## src/cpu_cfg.svh

```systemverilog
// Core sizing macros for the three-stage core, included by the packages and the RTL that size from them
`ifndef CPU_CFG_SVH
`define CPU_CFG_SVH

// Data path width
`define CPU_DATA_W 16

// Register file depth and its index width
`define CPU_REG_N  8
`define CPU_REG_AW 3

// Major opcode field, instr[15:11]
`define CPU_OPC_W  5

`endif

```

## src/isa_pkg.sv

```systemverilog
// Instruction-set types of the 16-bit core, imported by every stage that looks at instruction fields
`include "cpu_cfg.svh"

package isa_pkg;

	typedef logic [`CPU_DATA_W-1:0] word_t;
	typedef logic [`CPU_REG_AW-1:0] reg_idx_t;
	typedef logic [1:0] funct_t;
	typedef logic [4:0] imm5_t;
	typedef logic [7:0] imm8_t;

	// Kept major opcodes, anything else decodes as illegal
	typedef enum logic [`CPU_OPC_W-1:0] {
		OP_NOP   = 5'b00001,
		OP_ADDI  = 5'b01000,
		OP_SUBI  = 5'b01001,
		OP_XORI  = 5'b01010,
		OP_ANDNI = 5'b01011,
		OP_SLBI  = 5'b10010,
		OP_ROLI  = 5'b10100,
		OP_SLLI  = 5'b10101,
		OP_RORI  = 5'b10110,
		OP_SRLI  = 5'b10111,
		OP_LBI   = 5'b11000,
		OP_BTR   = 5'b11001,
		OP_SHF   = 5'b11010,   // ROL, SLL, ROR, SRL by funct
		OP_ALU   = 5'b11011,   // ADD, SUB, XOR, ANDN by funct
		OP_SEQ   = 5'b11100,
		OP_SLT   = 5'b11101,
		OP_SLE   = 5'b11110,
		OP_SCO   = 5'b11111
	} opcode_t;

endpackage

```

## src/pipe_pkg.sv

```systemverilog
// Pipeline bundle types passed between decode, execute and result stages
package pipe_pkg;
	import isa_pkg::*;

	// Low eight values follow the funct order of the two register groups
	typedef enum logic [3:0] {
		UOP_ADD, UOP_SUBR, UOP_XOR, UOP_ANDN,
		UOP_ROL, UOP_SLL, UOP_ROR, UOP_SRL,
		UOP_SEQ, UOP_SLT, UOP_SLE, UOP_SCO,
		UOP_LBI, UOP_SLBI, UOP_BTR, UOP_PASS
	} uop_t;

	typedef struct packed {
		uop_t     uop;
		word_t    opa;
		word_t    opb;
		reg_idx_t dest;
		logic     write;
		logic     illegal;
	} dec_t;

	typedef struct packed {
		reg_idx_t dest;
		logic     write;
		logic     illegal;
		word_t    result;
	} exe_t;

	typedef struct packed {
		logic     we;
		reg_idx_t dest;
		word_t    data;
	} wb_t;

endpackage

```

## src/stage_if.sv

```systemverilog
// Valid-plus-payload channel between pipeline stages, one instance per pipeline register
`timescale 1ns/1ns

interface stage_if #(
	parameter type T = logic
);
	logic valid;
	T     payload;

	// Producing stage owns both signals
	modport src (
		output valid,
		output payload
	);

	modport dst (
		input valid,
		input payload
	);

endinterface

```

## src/insn_decode.sv

```systemverilog
// Decode stage that splits each instruction into a micro-op with forwarded operands and feeds execute
`timescale 1ns/1ns
`include "cpu_cfg.svh"

module insn_decode (
	input  logic              clk,
	input  logic              rst_n,
	input  logic              instr_valid,
	input  isa_pkg::word_t    instr,
	input  pipe_pkg::wb_t     ex_fwd,
	input  pipe_pkg::wb_t     rf_wr,
	input  isa_pkg::word_t    rd_data_a,
	input  isa_pkg::word_t    rd_data_b,
	output isa_pkg::reg_idx_t rd_sel_a,
	output isa_pkg::reg_idx_t rd_sel_b,
	stage_if.src              dec_bus
);
	import isa_pkg::*;
	import pipe_pkg::*;

	opcode_t  opc;
	funct_t   fn;
	reg_idx_t rs_f;
	reg_idx_t rt_f;
	reg_idx_t rd_f;
	imm5_t    imm5;
	imm8_t    imm8;
	word_t    opa;
	word_t    fwd_b;
	word_t    opb;
	reg_idx_t dest;
	uop_t     uop;
	logic     ill;
	logic     wr;

	// Youngest producer wins over the pending write and the file
	function automatic word_t fwd(input reg_idx_t idx, input word_t rf_val,
			input wb_t ex, input wb_t rw);
		if (ex.we && ex.dest == idx)
			return ex.data;
		if (rw.we && rw.dest == idx)
			return rw.data;
		return rf_val;
	endfunction

	assign opc  = opcode_t'(instr[15:11]);
	assign rs_f = instr[10:8];
	assign rt_f = instr[7:5];
	assign rd_f = instr[4:2];
	assign fn   = instr[1:0];
	assign imm5 = instr[4:0];
	assign imm8 = instr[7:0];

	assign rd_sel_a = rs_f;
	assign rd_sel_b = rt_f;
	assign opa      = fwd(rs_f, rd_data_a, ex_fwd, rf_wr);
	assign fwd_b    = fwd(rt_f, rd_data_b, ex_fwd, rf_wr);

	// Destination field depends on format
	always_comb begin
		case (opc)
			OP_LBI, OP_SLBI: dest = rs_f;
			OP_ADDI, OP_SUBI, OP_XORI, OP_ANDNI,
			OP_ROLI, OP_SLLI, OP_RORI, OP_SRLI: dest = rt_f;
			default: dest = rd_f;
		endcase
	end

	// Operand b is an immediate or Rt
	always_comb begin
		case (opc)
			OP_ADDI, OP_SUBI: opb = {{(`CPU_DATA_W-5){imm5[4]}}, imm5};
			OP_XORI, OP_ANDNI, OP_ROLI, OP_SLLI, OP_RORI, OP_SRLI:
				opb = {{(`CPU_DATA_W-5){1'b0}}, imm5};
			OP_LBI, OP_SLBI: opb = {{(`CPU_DATA_W-8){1'b0}}, imm8};
			default: opb = fwd_b;
		endcase
	end

	always_comb begin
		uop = UOP_PASS;
		ill = 1'b0;
		case (opc)
			OP_ADDI:  uop = UOP_ADD;
			OP_SUBI:  uop = UOP_SUBR;
			OP_XORI:  uop = UOP_XOR;
			OP_ANDNI: uop = UOP_ANDN;
			OP_ROLI:  uop = UOP_ROL;
			OP_SLLI:  uop = UOP_SLL;
			OP_RORI:  uop = UOP_ROR;
			OP_SRLI:  uop = UOP_SRL;
			OP_ALU:   uop = uop_t'({2'b00, fn});
			OP_SHF:   uop = uop_t'({2'b01, fn});
			OP_SEQ:   uop = UOP_SEQ;
			OP_SLT:   uop = UOP_SLT;
			OP_SLE:   uop = UOP_SLE;
			OP_SCO:   uop = UOP_SCO;
			OP_LBI:   uop = UOP_LBI;
			OP_SLBI:  uop = UOP_SLBI;
			OP_BTR:   uop = UOP_BTR;
			OP_NOP:   uop = UOP_PASS;
			default:  ill = 1'b1;
		endcase
	end

	assign wr = !ill && (opc != OP_NOP);

	always_ff @(posedge clk) begin
		if (!rst_n)
			dec_bus.valid <= 1'b0;
		else
			dec_bus.valid <= instr_valid;
	end

	always_ff @(posedge clk) begin
		if (instr_valid) begin
			dec_bus.payload <= '{uop: uop, opa: opa, opb: opb, dest: dest,
				write: wr, illegal: ill};
		end
	end

	// Operands from the register file and both forwarding paths must be resolved
	a_opnd_known: assert property (@(posedge clk) disable iff (!rst_n)
		dec_bus.valid |-> !$isunknown(dec_bus.payload));

endmodule

```

## src/alu_execute.sv

```systemverilog
// Execute stage: computes every kept result in one cycle and forwards it back to decode
`timescale 1ns/1ns
`include "cpu_cfg.svh"

module alu_execute (
	input  logic          clk,
	input  logic          rst_n,
	stage_if.dst          dec_bus,
	stage_if.src          exe_bus,
	output pipe_pkg::wb_t ex_fwd
);
	import isa_pkg::*;
	import pipe_pkg::*;

	dec_t                      d;
	word_t                     a;
	word_t                     b;
	logic [3:0]                amt;
	logic [2*`CPU_DATA_W-1:0]  rot_l;
	logic [2*`CPU_DATA_W-1:0]  rot_r;
	logic [`CPU_DATA_W:0]      sum;
	word_t                     result;

	assign d   = dec_bus.payload;
	assign a   = d.opa;
	assign b   = d.opb;
	assign amt = b[3:0];

	// Rotates from a doubled word
	assign rot_l = {a, a} << amt;
	assign rot_r = {a, a} >> amt;

	// Shared adder, carry feeds SCO
	assign sum = {1'b0, a} + {1'b0, b};

	always_comb begin
		case (d.uop)
			UOP_ADD:  result = sum[`CPU_DATA_W-1:0];
			UOP_SUBR: result = b - a;
			UOP_XOR:  result = a ^ b;
			UOP_ANDN: result = a & ~b;
			UOP_ROL:  result = rot_l[2*`CPU_DATA_W-1:`CPU_DATA_W];
			UOP_SLL:  result = a << amt;
			UOP_ROR:  result = rot_r[`CPU_DATA_W-1:0];
			UOP_SRL:  result = a >> amt;
			UOP_SEQ:  result = word_t'(a == b);
			UOP_SLT:  result = word_t'($signed(a) < $signed(b));
			UOP_SLE:  result = word_t'($signed(a) <= $signed(b));
			UOP_SCO:  result = word_t'(sum[`CPU_DATA_W]);
			UOP_LBI:  result = {{(`CPU_DATA_W-8){b[7]}}, b[7:0]};
			UOP_SLBI: result = {a[`CPU_DATA_W-9:0], b[7:0]};
			UOP_BTR:  result = {<<{a}};
			default:  result = a;
		endcase
	end

	// Distance-one forwarding path into decode
	assign ex_fwd = '{we: dec_bus.valid && d.write, dest: d.dest, data: result};

	always_ff @(posedge clk) begin
		if (!rst_n)
			exe_bus.valid <= 1'b0;
		else
			exe_bus.valid <= dec_bus.valid;
	end

	always_ff @(posedge clk) begin
		if (dec_bus.valid) begin
			exe_bus.payload <= '{dest: d.dest, write: d.write, illegal: d.illegal,
				result: result};
		end
	end

	// Anything entering the result stage must be fully resolved
	a_exe_known: assert property (@(posedge clk) disable iff (!rst_n)
		exe_bus.valid |-> !$isunknown(exe_bus.payload.result));

endmodule

```

## src/writeback_result.sv

```systemverilog
// Result stage: register file, pending-write bus for forwarding, and the retirement outputs
`timescale 1ns/1ns
`include "cpu_cfg.svh"

module writeback_result (
	input  logic              clk,
	input  logic              rst_n,
	input  isa_pkg::reg_idx_t rd_sel_a,
	input  isa_pkg::reg_idx_t rd_sel_b,
	stage_if.dst              exe_bus,
	output isa_pkg::word_t    rd_data_a,
	output isa_pkg::word_t    rd_data_b,
	output pipe_pkg::wb_t     rf_wr,
	output logic              wb_valid,
	output logic              wb_write,
	output logic              err,
	output isa_pkg::reg_idx_t wb_reg,
	output isa_pkg::word_t    wb_data
);
	import isa_pkg::*;
	import pipe_pkg::*;

	word_t regs [`CPU_REG_N];
	exe_t  x;

	assign x         = exe_bus.payload;
	assign rf_wr     = '{we: exe_bus.valid && x.write, dest: x.dest, data: x.result};
	assign rd_data_a = regs[rd_sel_a];
	assign rd_data_b = regs[rd_sel_b];

	always_ff @(posedge clk) begin
		if (!rst_n) begin
			for (int i = 0; i < `CPU_REG_N; i++)
				regs[i] <= '0;
		end else if (rf_wr.we) begin
			regs[rf_wr.dest] <= rf_wr.data;
		end
	end

	// Retirement strobe, one per accepted instruction
	always_ff @(posedge clk) begin
		if (!rst_n) begin
			wb_valid <= 1'b0;
			wb_write <= 1'b0;
			err      <= 1'b0;
		end else begin
			wb_valid <= exe_bus.valid;
			wb_write <= rf_wr.we;
			err      <= exe_bus.valid && x.illegal;
		end
	end

	always_ff @(posedge clk) begin
		if (exe_bus.valid) begin
			wb_reg  <= x.dest;
			wb_data <= x.result;
		end
	end

	a_err_no_write: assert property (@(posedge clk) disable iff (!rst_n)
		!(err && wb_write));

endmodule

```

## src/cpu_top.sv

```systemverilog
// Top level of the three-stage core, the DUT seen by the testbench
`timescale 1ns/1ns

module cpu_top (
	input  logic              clk,
	input  logic              rst_n,
	input  logic              instr_valid,
	input  isa_pkg::word_t    instr,
	output logic              wb_valid,
	output logic              wb_write,
	output isa_pkg::reg_idx_t wb_reg,
	output isa_pkg::word_t    wb_data,
	output logic              err
);
	import isa_pkg::*;
	import pipe_pkg::*;

	wb_t      ex_fwd;
	wb_t      rf_wr;
	reg_idx_t rd_sel_a;
	reg_idx_t rd_sel_b;
	word_t    rd_data_a;
	word_t    rd_data_b;

	stage_if #(.T(dec_t)) dec_bus ();
	stage_if #(.T(exe_t)) exe_bus ();

	insn_decode u_decode (
		.clk         (clk),
		.rst_n       (rst_n),
		.instr_valid (instr_valid),
		.instr       (instr),
		.ex_fwd      (ex_fwd),
		.rf_wr       (rf_wr),
		.rd_data_a   (rd_data_a),
		.rd_data_b   (rd_data_b),
		.rd_sel_a    (rd_sel_a),
		.rd_sel_b    (rd_sel_b),
		.dec_bus     (dec_bus.src)
	);

	alu_execute u_execute (
		.clk     (clk),
		.rst_n   (rst_n),
		.dec_bus (dec_bus.dst),
		.exe_bus (exe_bus.src),
		.ex_fwd  (ex_fwd)
	);

	writeback_result u_result (
		.clk       (clk),
		.rst_n     (rst_n),
		.rd_sel_a  (rd_sel_a),
		.rd_sel_b  (rd_sel_b),
		.exe_bus   (exe_bus.dst),
		.rd_data_a (rd_data_a),
		.rd_data_b (rd_data_b),
		.rf_wr     (rf_wr),
		.wb_valid  (wb_valid),
		.wb_write  (wb_write),
		.err       (err),
		.wb_reg    (wb_reg),
		.wb_data   (wb_data)
	);

endmodule

```

## config.mk

```make
export PLATFORM = sky130hd
export DESIGN_NAME = cpu_top
export DESIGN_NICKNAME = d
export VERILOG_FILES = /design/src/isa_pkg.sv /design/src/pipe_pkg.sv /design/src/stage_if.sv /design/src/insn_decode.sv /design/src/alu_execute.sv /design/src/writeback_result.sv /design/src/cpu_top.sv
export VERILOG_INCLUDE_DIRS = /design/src
export SDC_FILE = /design/constraint.sdc
export NUM_CORES = 1
export LEC_CHECK = 0
export BUFFER_PORTS_ARGS = -buffer_cell sky130_fd_sc_hd__buf_2
export CAP_MARGIN = 0
export CORE_UTILIZATION = 35
export DETAILED_ROUTE_END_ITERATION = 10
export MAX_ROUTING_LAYER = met4
export PLACE_DENSITY_LB_ADDON = 0.2
export SLEW_MARGIN = 40
export SYNTH_ARGS = -nofsm -noshare
export SYNTH_HDL_FRONTEND = slang
export SYNTH_SLANG_ARGS = --single-unit
```

## constraint.sdc

```tcl
create_clock -name clk -period 6.4 [get_ports clk]
set_input_delay 0.96 -clock clk [delete_from_list [all_inputs] [get_ports clk]]
set_output_delay 0.96 -clock clk [all_outputs]
set_load 0.05 [all_outputs]
```

==> flow_summary.ini, run 1 <==
[status]
outcome = completed

[final_layout]
largest_register_ffs = 128
multi_input_area_um2 = 8332
layout-drive-gt1-share = 0.1666
top_regs = u_result.regs x128, u_decode.dec_bus.payload x41, u_execute.exe_bus.payload x21
postLayoutCellArea_um2 = 16890
syn_to_final_growth_pct = 9.910
fin_nets = 1493
seq_area_um2 = 6376
num_antenna_cells = 0
largest_register = u_result.regs
nFillCells = 4333
final_util = 0.3912

[setup_path]
critPathBufInv = 2
end_kind = flip-flop
cp_common_cell = a21oi_1
critPathLaunchType = flip-flop
cpMaxStageDelayCell = ha_1
cp.required_ns = 6.64
criticalPathCategory = reg -> reg
critPathArrivalTime_ns = 4.59
slowest_delay_ns = 0.70
path_cells = buf_4 -> inv_1 -> ha_1 -> a21o_1 -> a21oi_1 -> o21bai_1 -> a21oi_1 -> xnor2_1 -> a211oi_1 -> a2bb2oi_1 -> o221ai_1
rrSetupSlack_ns = 2.04
cp_top_family = compound AO/OA/AOI/OAI gates
cp_max_fo = 47

[sta]
rsz0062_at_grt = false
slew_viol_final = 0
tns_ns = 0
slew_headroom = 0.4186
setup_viol = 0
final.min_clock_period_ns = 4.356
finClkSkew_ns = 0.01218
worst_slew_pin_slew_ns = 0.8654
fmax_ghz = 0.2296
finalHoldViolCount = 0
period_share = 0.6806
worst_slack_ns = 2.044
hold_slack_ns = 0.4303

[floorplan]
die_w_um = 211.5
num_rows = 76
core_area_um2 = 43170
dieHeight_um = 211.5
boundaryPins = 41
start_util = 0.3559
dieArea_um2 = 44740

[pwr]
p_seq_frac = 0.419
peakVddDrop_mv = 0.2259
p_switching_mw = 1.389
powerDensity_nw_per_um2 = 248.5
internal_power_mw = 2.807
swShare = 0.3311
p_comb_frac = 0.265
clockPowerShare = 0.316
power.leakage_nw = 6.332

[yosys]
synth_seq_cells = 214
synth_top_area_frac = 0.4084
synth_xor_area_frac = 0.01254
synth_edf_count = 209
syn-mean-instance-area_um2 = 10.66
synthSimpleGateAreaFrac = 0.1560
yosys_warnings = 0
async_flop_share = 0
synth_cell_type_count = 73
synth_top_family_by_area = multiplexers
syn_nets = 1509
synth_fa_ha_area_frac = 0.04088
synth_area_um2 = 15370
ys_seq_area_frac = 0.4149
synth_ff_type = edfxtp_1
synth_area_leader_cell = edfxtp_1
synthMuxAreaShare = 0.1819
synth_compound_area_frac = 0.1471
postSynthCellCount = 1441
synth_area_leaders = edfxtp_1 41%, mux4_2 13%, and2_1 5.6%, mux2i_1 4.6%, ha_1 3.8%

[cts]
cts.repair.resized = 0
cts_setup_buffers = 0
clkTransAtPathRegs_ns = 0.06
ctsHoldBuffers = 0
clock_sinks = 214
cts_max_path_buffers = 3
clk_latency_ns = 0.52
cts-root-buf = clkbuf_16
cts_tree = built
cts_buffers = 23
htreeDepth = 1

[route]
vias = 11920
vias_per_cell = 5.882
drtAntennaViolNets = 0
wl_per_cell_um = 26.40
drc = 0
drt_iter0_drc = 1228
wirelength_um = 53490
first_pass_iters = 5

[placed_design]
place_hpwl_um = 37400
place_ws_ns = 2.039
place_area_um2 = 16150
numPortBuffers = 40
gp_congestion = 0.9744

[flow_run]
cap_violations = 0

[grt]
grt_pass1_vias = 11780
grt_antenna_before_repair = 0
grt_max_degree = 59
grt_most_used_layer = met2
gr-total-overflow = 0
grt_pass1_wl_um = 79610
grtUsageMet2 = 0.4108
track_usage = 0.2491
grt_use_met3 = 0.02077
grtUsageMet1 = 0.3143

[worst_hold_path]
hp-class = reg -> reg
-- cells in the final DEF (no fill, tap or decap), drive strengths merged, types with 7 or more instances in the layout --
cell type	netlist	layout
edfxtp	209	209
nor2	138	138
and2	138	138
nand2	92	92
mux4	89	89
a21oi	86	86
buf	38	79
mux2i	70	70
o21ai	69	69
inv	56	56
ha	47	47
clkbuf	82	26
a21o	20	20
nand2b	19	19
o211ai	18	18
nand3	15	15
o22ai	15	15
a211oi	14	14
a31oi	14	14
a221oi	14	14
xor2	14	14
nor3	14	14
nor2b	12	12
clkinv	0	12
or3	11	11
a22oi	10	10
o221ai	10	10
a221o	10	10
o21a	9	9
xnor2	8	8
mux2	8	8
nand4	8	8
nor4	8	8
o31ai	7	7
-- synthesized netlist by cell type, types with 11 or more instances --
master and instances:
nor3_1 12, nand2b_1 19, inv_1 55, edfxtp_1 209
o21ai_0 60, a211oi_1 14, buf_2 27, o22ai_1 15
xor2_1 14, mux4_2 89, nor2b_1 12, nand2_1 92
o211ai_1 18, a21o_1 20, a31oi_1 14, a21oi_1 86
or3_1 11, nor2_1 138, nand3_1 15, a221oi_1 14
mux2i_1 70, and2_1 138, ha_1 47, clkbuf_1 82
-- logic make-up after synthesis --
logic type | count (synthesis)
xor+xnor | 22
mux | 167
flops | 214
simple gates | 474
fa+ha+maj | 49
buf+inv | 176
compound gates | 339
-- stage by stage --
stage,total power [mW],instances
after floorplan,2.496,1441
after global placement,2.881,1985
after detailed placement,2.873,1985
after CTS,4.210,2026
after global routing,4.361,2026
final,4.196,2026
-- layout make-up --
type                    instances  share of cell area
well taps                     585             0.04334
clock inverters                15            0.007779
inverters                      56             0.01245
repair buffers                 79             0.02963
flip-flops and latches        214              0.3775
clock buffers                  26             0.03593
multi-input cells            1051              0.4933
-- worst paths after layout --
path | cells after the start | start | end
worst max-delay path | 11 | u_decode.dec_bus.payload[7]$_DFFE_PP_ | u_decode.dec_bus.payload[17]$_DFFE_PP_
worst min register to register | 0 | u_decode.dec_bus.payload[0]$_DFFE_PP_ | u_execute.exe_bus.payload[16]$_DFFE_PP_
worst min-delay path | 0 | u_decode.dec_bus.payload[0]$_DFFE_PP_ | u_execute.exe_bus.payload[16]$_DFFE_PP_
worst max register to register | 11 | u_decode.dec_bus.payload[7]$_DFFE_PP_ | u_decode.dec_bus.payload[17]$_DFFE_PP_
-- routing by layer --
layer,part of all wire,vias up
li1,-,5377
met1,0.42,5943
met2,0.48,480
met3,0.053,116
met4,0.047,0
met5,0,-
-- power groups by stage --
stage	logic, mW	clock network [mW]	registers (mW)
6_report	1.11	1.33	1.76
5_1_grt	1.19	1.40	1.77
4_1_cts	1.09	1.36	1.76
3_5_place_dp	1.09	0	1.78
3_3_place_gp	1.10	0	1.78
2_1_floorplan	0.770	0	1.73
-- worst register-to-register path, stage by stage, from the launching register on --
cell and delay, ns:
edfxtp_1 0.32, buf_4 0.47, inv_1 0.52, ha_1 0.70, a21o_1 0.21, a21oi_1 0.08, o21bai_1 0.48, a21oi_1 0.16
xnor2_1 0.15, a211oi_1 0.32, a2bb2oi_1 0.50, o221ai_1 0.18
Note: power is estimated with default switching activity, not from simulation.
==> run 2, diff against run 1 <==
ABC_AREA = 1   (was not set)
clock period = 4.3 ns   (was 6.4 ns; I/O delays follow)
==> run 2 against run 1 <==
Sequential share of layout area down 0.82 points. Worst setup slack worse by 0.89 ns. Largest cell class unchanged. Wire length up 16%. Critical endpoint is now u_decode.dec_bus.payload[9]$_DFFE_PP_.
==> flow_summary.ini, run 2 <==
[final_layout]
seq_area_um2 = 6376
final_common_cell = nand2_1
nFillCells = 4748
layout-drive-gt1-share = 0.07210
fin_nets = 2285
postLayoutCellArea_um2 = 17260
num_antenna_cells = 0
top_regs = u_result.regs x128, u_decode.dec_bus.payload x41, u_execute.exe_bus.payload x21
layout_common_cells = 562 x nand2_1, 349 x nor2_1, 211 x nand3_1
syn_to_final_growth_pct = 9.077
largest_register = u_result.regs
largest_register_ffs = 128
multi_input_area_um2 = 8085
final_util = 0.3887

[worst_hold_path]
hp-class = reg -> reg

[yosys]
ys_seq_area_frac = 0.4029
synth_most_common_cell = nand2_1
synth_common_cells = 570 x nand2_1, 349 x nor2_1, 211 x nand3_1
synth_cell_type_count = 49
synth_seq_cells = 214
async_flop_share = 0
synth_edf_count = 209
yosys_warnings = 0
synth_area_leaders = edfxtp_1 40%, nand2_1 14%, nor2_1 8.3%, nand3_1 6.7%, o21ai_0 6.1%
synth_area_leader_cell = edfxtp_1
syn-mean-instance-area_um2 = 7.068
postSynthCellCount = 2239
syn_nets = 2307
synth_top_area_frac = 0.3966
synth_ff_type = edfxtp_1
synth_area_um2 = 15830

[sta]
setup_viol = 0
slew_headroom = 0.4484
fmax_ghz = 0.3176
tns_ns = 0
period_share = 0.7323
finClkSkew_ns = 0.03700
finalHoldViolCount = 0
worst_slew_pin_slew_ns = 0.8264
slew_viol_final = 0
final.min_clock_period_ns = 3.149
worst_slack_ns = 1.151
hold_slack_ns = 0.4300
rsz0062_at_grt = false

[cts]
clock_sinks = 214
ctsHoldBuffers = 0
htreeDepth = 1
cts-root-buf = clkbuf_16
cts_max_path_buffers = 3
cts_tree = built
clkTransAtPathRegs_ns = 0.06
cts_setup_buffers = 0
clk_latency_ns = 0.54
cts_buffers = 22
cts.repair.resized = 0

[grt]
grt_pass1_vias = 14850
grt_antenna_before_repair = 1
grt_pass1_wl_um = 93430
track_usage = 0.2747
grt_max_degree = 74
gr-total-overflow = 0

[pwr]
swShare = 0.3608
internal_power_mw = 4.101
p_seq_frac = 0.400
p_comb_frac = 0.284
clockPowerShare = 0.316
peakVddDrop_mv = 0.3269
powerDensity_nw_per_um2 = 371.7
power.leakage_nw = 7.527
p_switching_mw = 2.315

[setup_path]
criticalPathCategory = reg -> reg
critPathArrivalTime_ns = 3.41
end_kind = flip-flop
cp.required_ns = 4.56
cp_max_fo = 32
critPathLaunchType = flip-flop

[floorplan]
core_area_um2 = 44410
dieHeight_um = 214.6
dieArea_um2 = 46070
die_w_um = 214.6
start_util = 0.3563
num_rows = 77
boundaryPins = 41

[route]
drt_iter0_drc = 1606
drc = 0
wirelength_um = 62200
vias = 15570
wl_per_cell_um = 22.02
vias_per_cell = 5.512
drtAntennaViolNets = 0
first_pass_iters = 6

[placed_design]
place_area_um2 = 16510
place_ws_ns = 1.159
gp_congestion = 0.9944
place_hpwl_um = 45080
numPortBuffers = 40

[status]
outcome = completed

[flow_run]
cap_violations = 0
==> run 2: changes by cell type after synthesis, sizes merged, moves of 68 or more <==
cell	change
nand2	+488
and2	-136
nand3	+198
nor2	+223
o21ai	+142
inv	+147
mux4	-89
mux2i	-68
==> run 2: logic make-up (layout without fill, tap and decap cells) <==
kind of cell / after synthesis / after routing / share of synthesized area
AOI/OAI and AO/OA: 416 / 416 / 0.1460
xor gates and xnor gates: 5 / 5 / 0.002768
adders and majority gates: 49 / 49 / 0.03969
buffers and inverters: 340 / 334 / 0.08839
DFF: 214 / 214 / 0.4029
muxes: 2 / 2 / 0.001265
and+or+nand+nor: 1213 / 1213 / 0.3189
==> run 2: power by group through the flow <==
stage          clock [mW]  combinational [mW]  sequential [mW]
2_1_floorplan           0                1.20             2.57
3_3_place_gp            0                1.79             2.60
3_5_place_dp            0                1.79             2.61
4_1_cts              2.05                1.80             2.56
5_1_grt              2.12                2.01             2.58
6_report             2.03                1.82             2.56
==> run 2: stage by stage <==
step / instances / total power, mW
after floorplan: 2239 / 3.771
after global placement: 2785 / 4.399
after detailed placement: 2785 / 4.396
after CTS: 2825 / 6.412
after global routing: 2825 / 6.703
final: 2825 / 6.415
==> run 2: routing by layer <==
| metal | part of all wire | vias up | GRT usage |
|---|---|---|---|
| li1 | - | 7442 | - |
| met1 | 0.42 | 7446 | 0.3497 |
| met2 | 0.48 | 575 | 0.4522 |
| met3 | 0.055 | 108 | 0.01887 |
| met4 | 0.042 | 0 | 0.1145 |
| met5 | 0 | - | - |
==> run 2: critical path: stages, from the launching register on <==
cell      delay [ns]
edfxtp_1        0.42
inv_4           0.32
ha_1            0.27
inv_1           0.15
fa_1            0.46
nand2_1         0.10
nand2_1         0.13
o21ai_0         0.24
nand2_1         0.07
nor2_1          0.15
nand4_1         0.18
nand2_1         0.19
nand2_1         0.07
nand2_1         0.07
nand2_1         0.05
==> run 2: cell type report <==
cell class,instances,share of cell area
clock inverter,18,0.01167
sequential,214,0.3694
inverter,221,0.04820
multi-input combinational,1685,0.4684
clock buffer,22,0.03189
timing repair buffer,73,0.02754
tap,592,0.04291
==> run 2: worst paths after layout <==
check / start / to / slack (ns) / cells after the start
hold reg to reg: u_decode.dec_bus.payload[0]$_DFFE_PP_ / u_execute.exe_bus.payload[16]$_DFFE_PP_ / 0.43 / 0
hold / removal: u_decode.dec_bus.payload[0]$_DFFE_PP_ / u_execute.exe_bus.payload[16]$_DFFE_PP_ / 0.43 / 0
setup reg to reg: u_decode.dec_bus.payload[5]$_DFFE_PP_ / u_decode.dec_bus.payload[9]$_DFFE_PP_ / 1.15 / 14
setup / recovery: u_decode.dec_bus.payload[5]$_DFFE_PP_ / u_decode.dec_bus.payload[9]$_DFFE_PP_ / 1.15 / 14
==> run 3, diff against run 2 <==
ABC_AREA = 0   (was 1)
clock period = 2.7 ns   (was 4.3 ns; I/O delays follow)
==> run 3 against run 2 <==
The run now ends with negative setup slack left. Largest cell class unchanged. Critical path type unchanged. Sequential power increased by 59%. Count of clock-buffer cells in the layout is 6 higher. Worst setup slack got worse by 1.5 ns. Non-clock buffer count grew 323.
==> flow_summary.ini, run 3 (synthesis results as in run 1) <==
[setup_path]
critPathArrivalTime_ns = 3.35
path_cells = ha_1 -> buf_4 -> o21a_1 -> o31a_1 -> o211ai_1 -> buf_4 -> a31oi_1 -> nor2_1 -> mux2i_1 -> o32a_1 -> a221o_1
cp.required_ns = 2.97
cpMaxStageDelayCell = edfxtp_1
rrSetupSlack_ns = -0.38
cp_max_fo = 4
end_kind = flip-flop
criticalPathCategory = reg -> reg
slowest_delay_ns = 0.45
cp_common_cell = buf_4
critPathLaunchType = flip-flop

[final_layout]
final_common_cell = buf_4
layout_common_cells = 300 x buf_4, 209 x edfxtp_1, 137 x and2_1
syn_to_final_growth_pct = 33.25
layout-drive-gt1-share = 0.3842
fin_nets = 1809
nFillCells = 4048
top_regs = u_result.regs x128, u_decode.dec_bus.payload x41, u_execute.exe_bus.payload x21
largest_register = u_result.regs
largest_register_ffs = 128
num_antenna_cells = 0

[cts]
clock_sinks = 214
htreeDepth = 1
cts-root-buf = clkbuf_16
ctsHoldBuffers = 0
cts_max_path_buffers = 3
cts_tree = built
cts_buffers = 22
clk_latency_ns = 0.53
clkTransAtPathRegs_ns = 0.07

[floorplan]
dieHeight_um = 211.5
start_util = 0.3559
boundaryPins = 41
die_w_um = 211.5
dieArea_um2 = 44740
num_rows = 76
core_area_um2 = 43170

[route]
wl_per_cell_um = 24.57
met1Wirelength_um = 23430
dr_wl_met3_um = 2709
drt_iter0_drc = 1142
drc = 0
first_pass_iters = 6
wirelength_um = 57550
met2_length_um = 28260
drtAntennaViolNets = 0
vias_per_cell = 5.604
dr.max_layer_used = met4
vias = 13120

[status]
outcome = complete, but fails checks
violations = negative setup slack

[sta]
period_share = 1.141
fmax_ghz = 0.3246
worst_slew_pin_slew_ns = 0.7809
setup_viol = 44
worst_slack_ns = -0.3804
finClkSkew_ns = 0.01613
tns_ns = -9.245
final.min_clock_period_ns = 3.080
slew_headroom = 0.4775
finalHoldViolCount = 0
rsz0062_at_grt = true
slew_viol_final = 0

[grt]
gr-total-overflow = 0
grt_pass1_vias = 13340
grt_max_degree = 34
grt_antenna_before_repair = 0
grt_pass1_wl_um = 86030
track_usage = 0.2674

[pwr]
power.leakage_nw = 8.138
powerDensity_nw_per_um2 = 541.3
peakVddDrop_mv = 0.5273
power.total_mw = 11.08

[placed_design]
numPortBuffers = 40
gp_congestion = 1.031
place_hpwl_um = 42740

[worst_hold_path]
hp-class = in -> reg

[flow_run]
cap_violations = 0
## run 3: final cells by class
class                           instances  area (um^2)  share of cell area
Inverter                               56        222.7             0.01088
Multi-Input combinational cell       1051         9126              0.4457
Clock buffer                           28        594.3             0.02903
Tap cell                              585        732.0             0.03575
Timing Repair Buffer                  396         3363              0.1643
Clock inverter                         12        61.31            0.002994
Sequential cell                       214         6376              0.3114
## run 3: worst paths after layout
check / start / end / cells after the start
setup / recovery: u_decode.dec_bus.payload[24]$_DFFE_PP_ / u_decode.dec_bus.payload[20]$_DFFE_PP_ / 11
hold / removal: instr[2] / u_decode.dec_bus.payload[2]$_DFFE_PP_ / 3
setup reg to reg: u_decode.dec_bus.payload[24]$_DFFE_PP_ / u_decode.dec_bus.payload[20]$_DFFE_PP_ / 11
hold reg to reg: u_decode.dec_bus.payload[0]$_DFFE_PP_ / u_execute.exe_bus.payload[16]$_DFFE_PP_ / 0
## run 3: layer usage
metal  vias to the layer above  track usage
li1                       6015            -
met4                         0       0.1204
met2                       444       0.4492
met3                       178      0.02285
met1                      6487       0.3283
met5                         -            -
## run 3: where the power goes
group | leakage [nW] | internal [mW] | switching, mW
Sequential | 2.15 | 3.87 | 0.185
Clock | 0.323 | 1.56 | 1.28
Combinational | 5.67 | 1.97 | 2.22
## run 3: critical path: cells and delay by family (launching register included)
| kind | cells | cell delay, ns |
|---|---|---|
| AOI/OAI and AO/OA | 6 | 1.43 |
| DFF | 1 | 0.45 |
| muxes | 1 | 0.13 |
| buffers and inverters | 2 | 0.32 |
| and+or+nand+nor | 1 | 0.08 |
| adders and majority gates | 1 | 0.42 |
## run 3: stage by stage
stage | std cells | hold slack, ns | instance area, um^2 | util | setup slack [ns]
after floorplan | 1441 | 0.4003 | 15540 | - | -0.4746
after global placement | 2256 | 0.4047 | 18490 | 0.4284 | -0.7155
after detailed placement | 2256 | 0.4127 | 18490 | 0.4284 | -0.6523
after CTS | 2322 | 0.1784 | 19830 | 0.4594 | -0.3609
after global routing | 2342 | 0.2079 | 20480 | 0.4743 | -0.4448
final | 2342 | 0.1860 | 20480 | 0.4743 | -0.3804
## run 3: repair_timing
item                                    in CTS  in global routing
pin swaps                                   47                 41
gates resized for setup                     93                 99
endpoints found under the setup margin      47                 47
setup buffers                               24                 22
cloned                                       3                  1
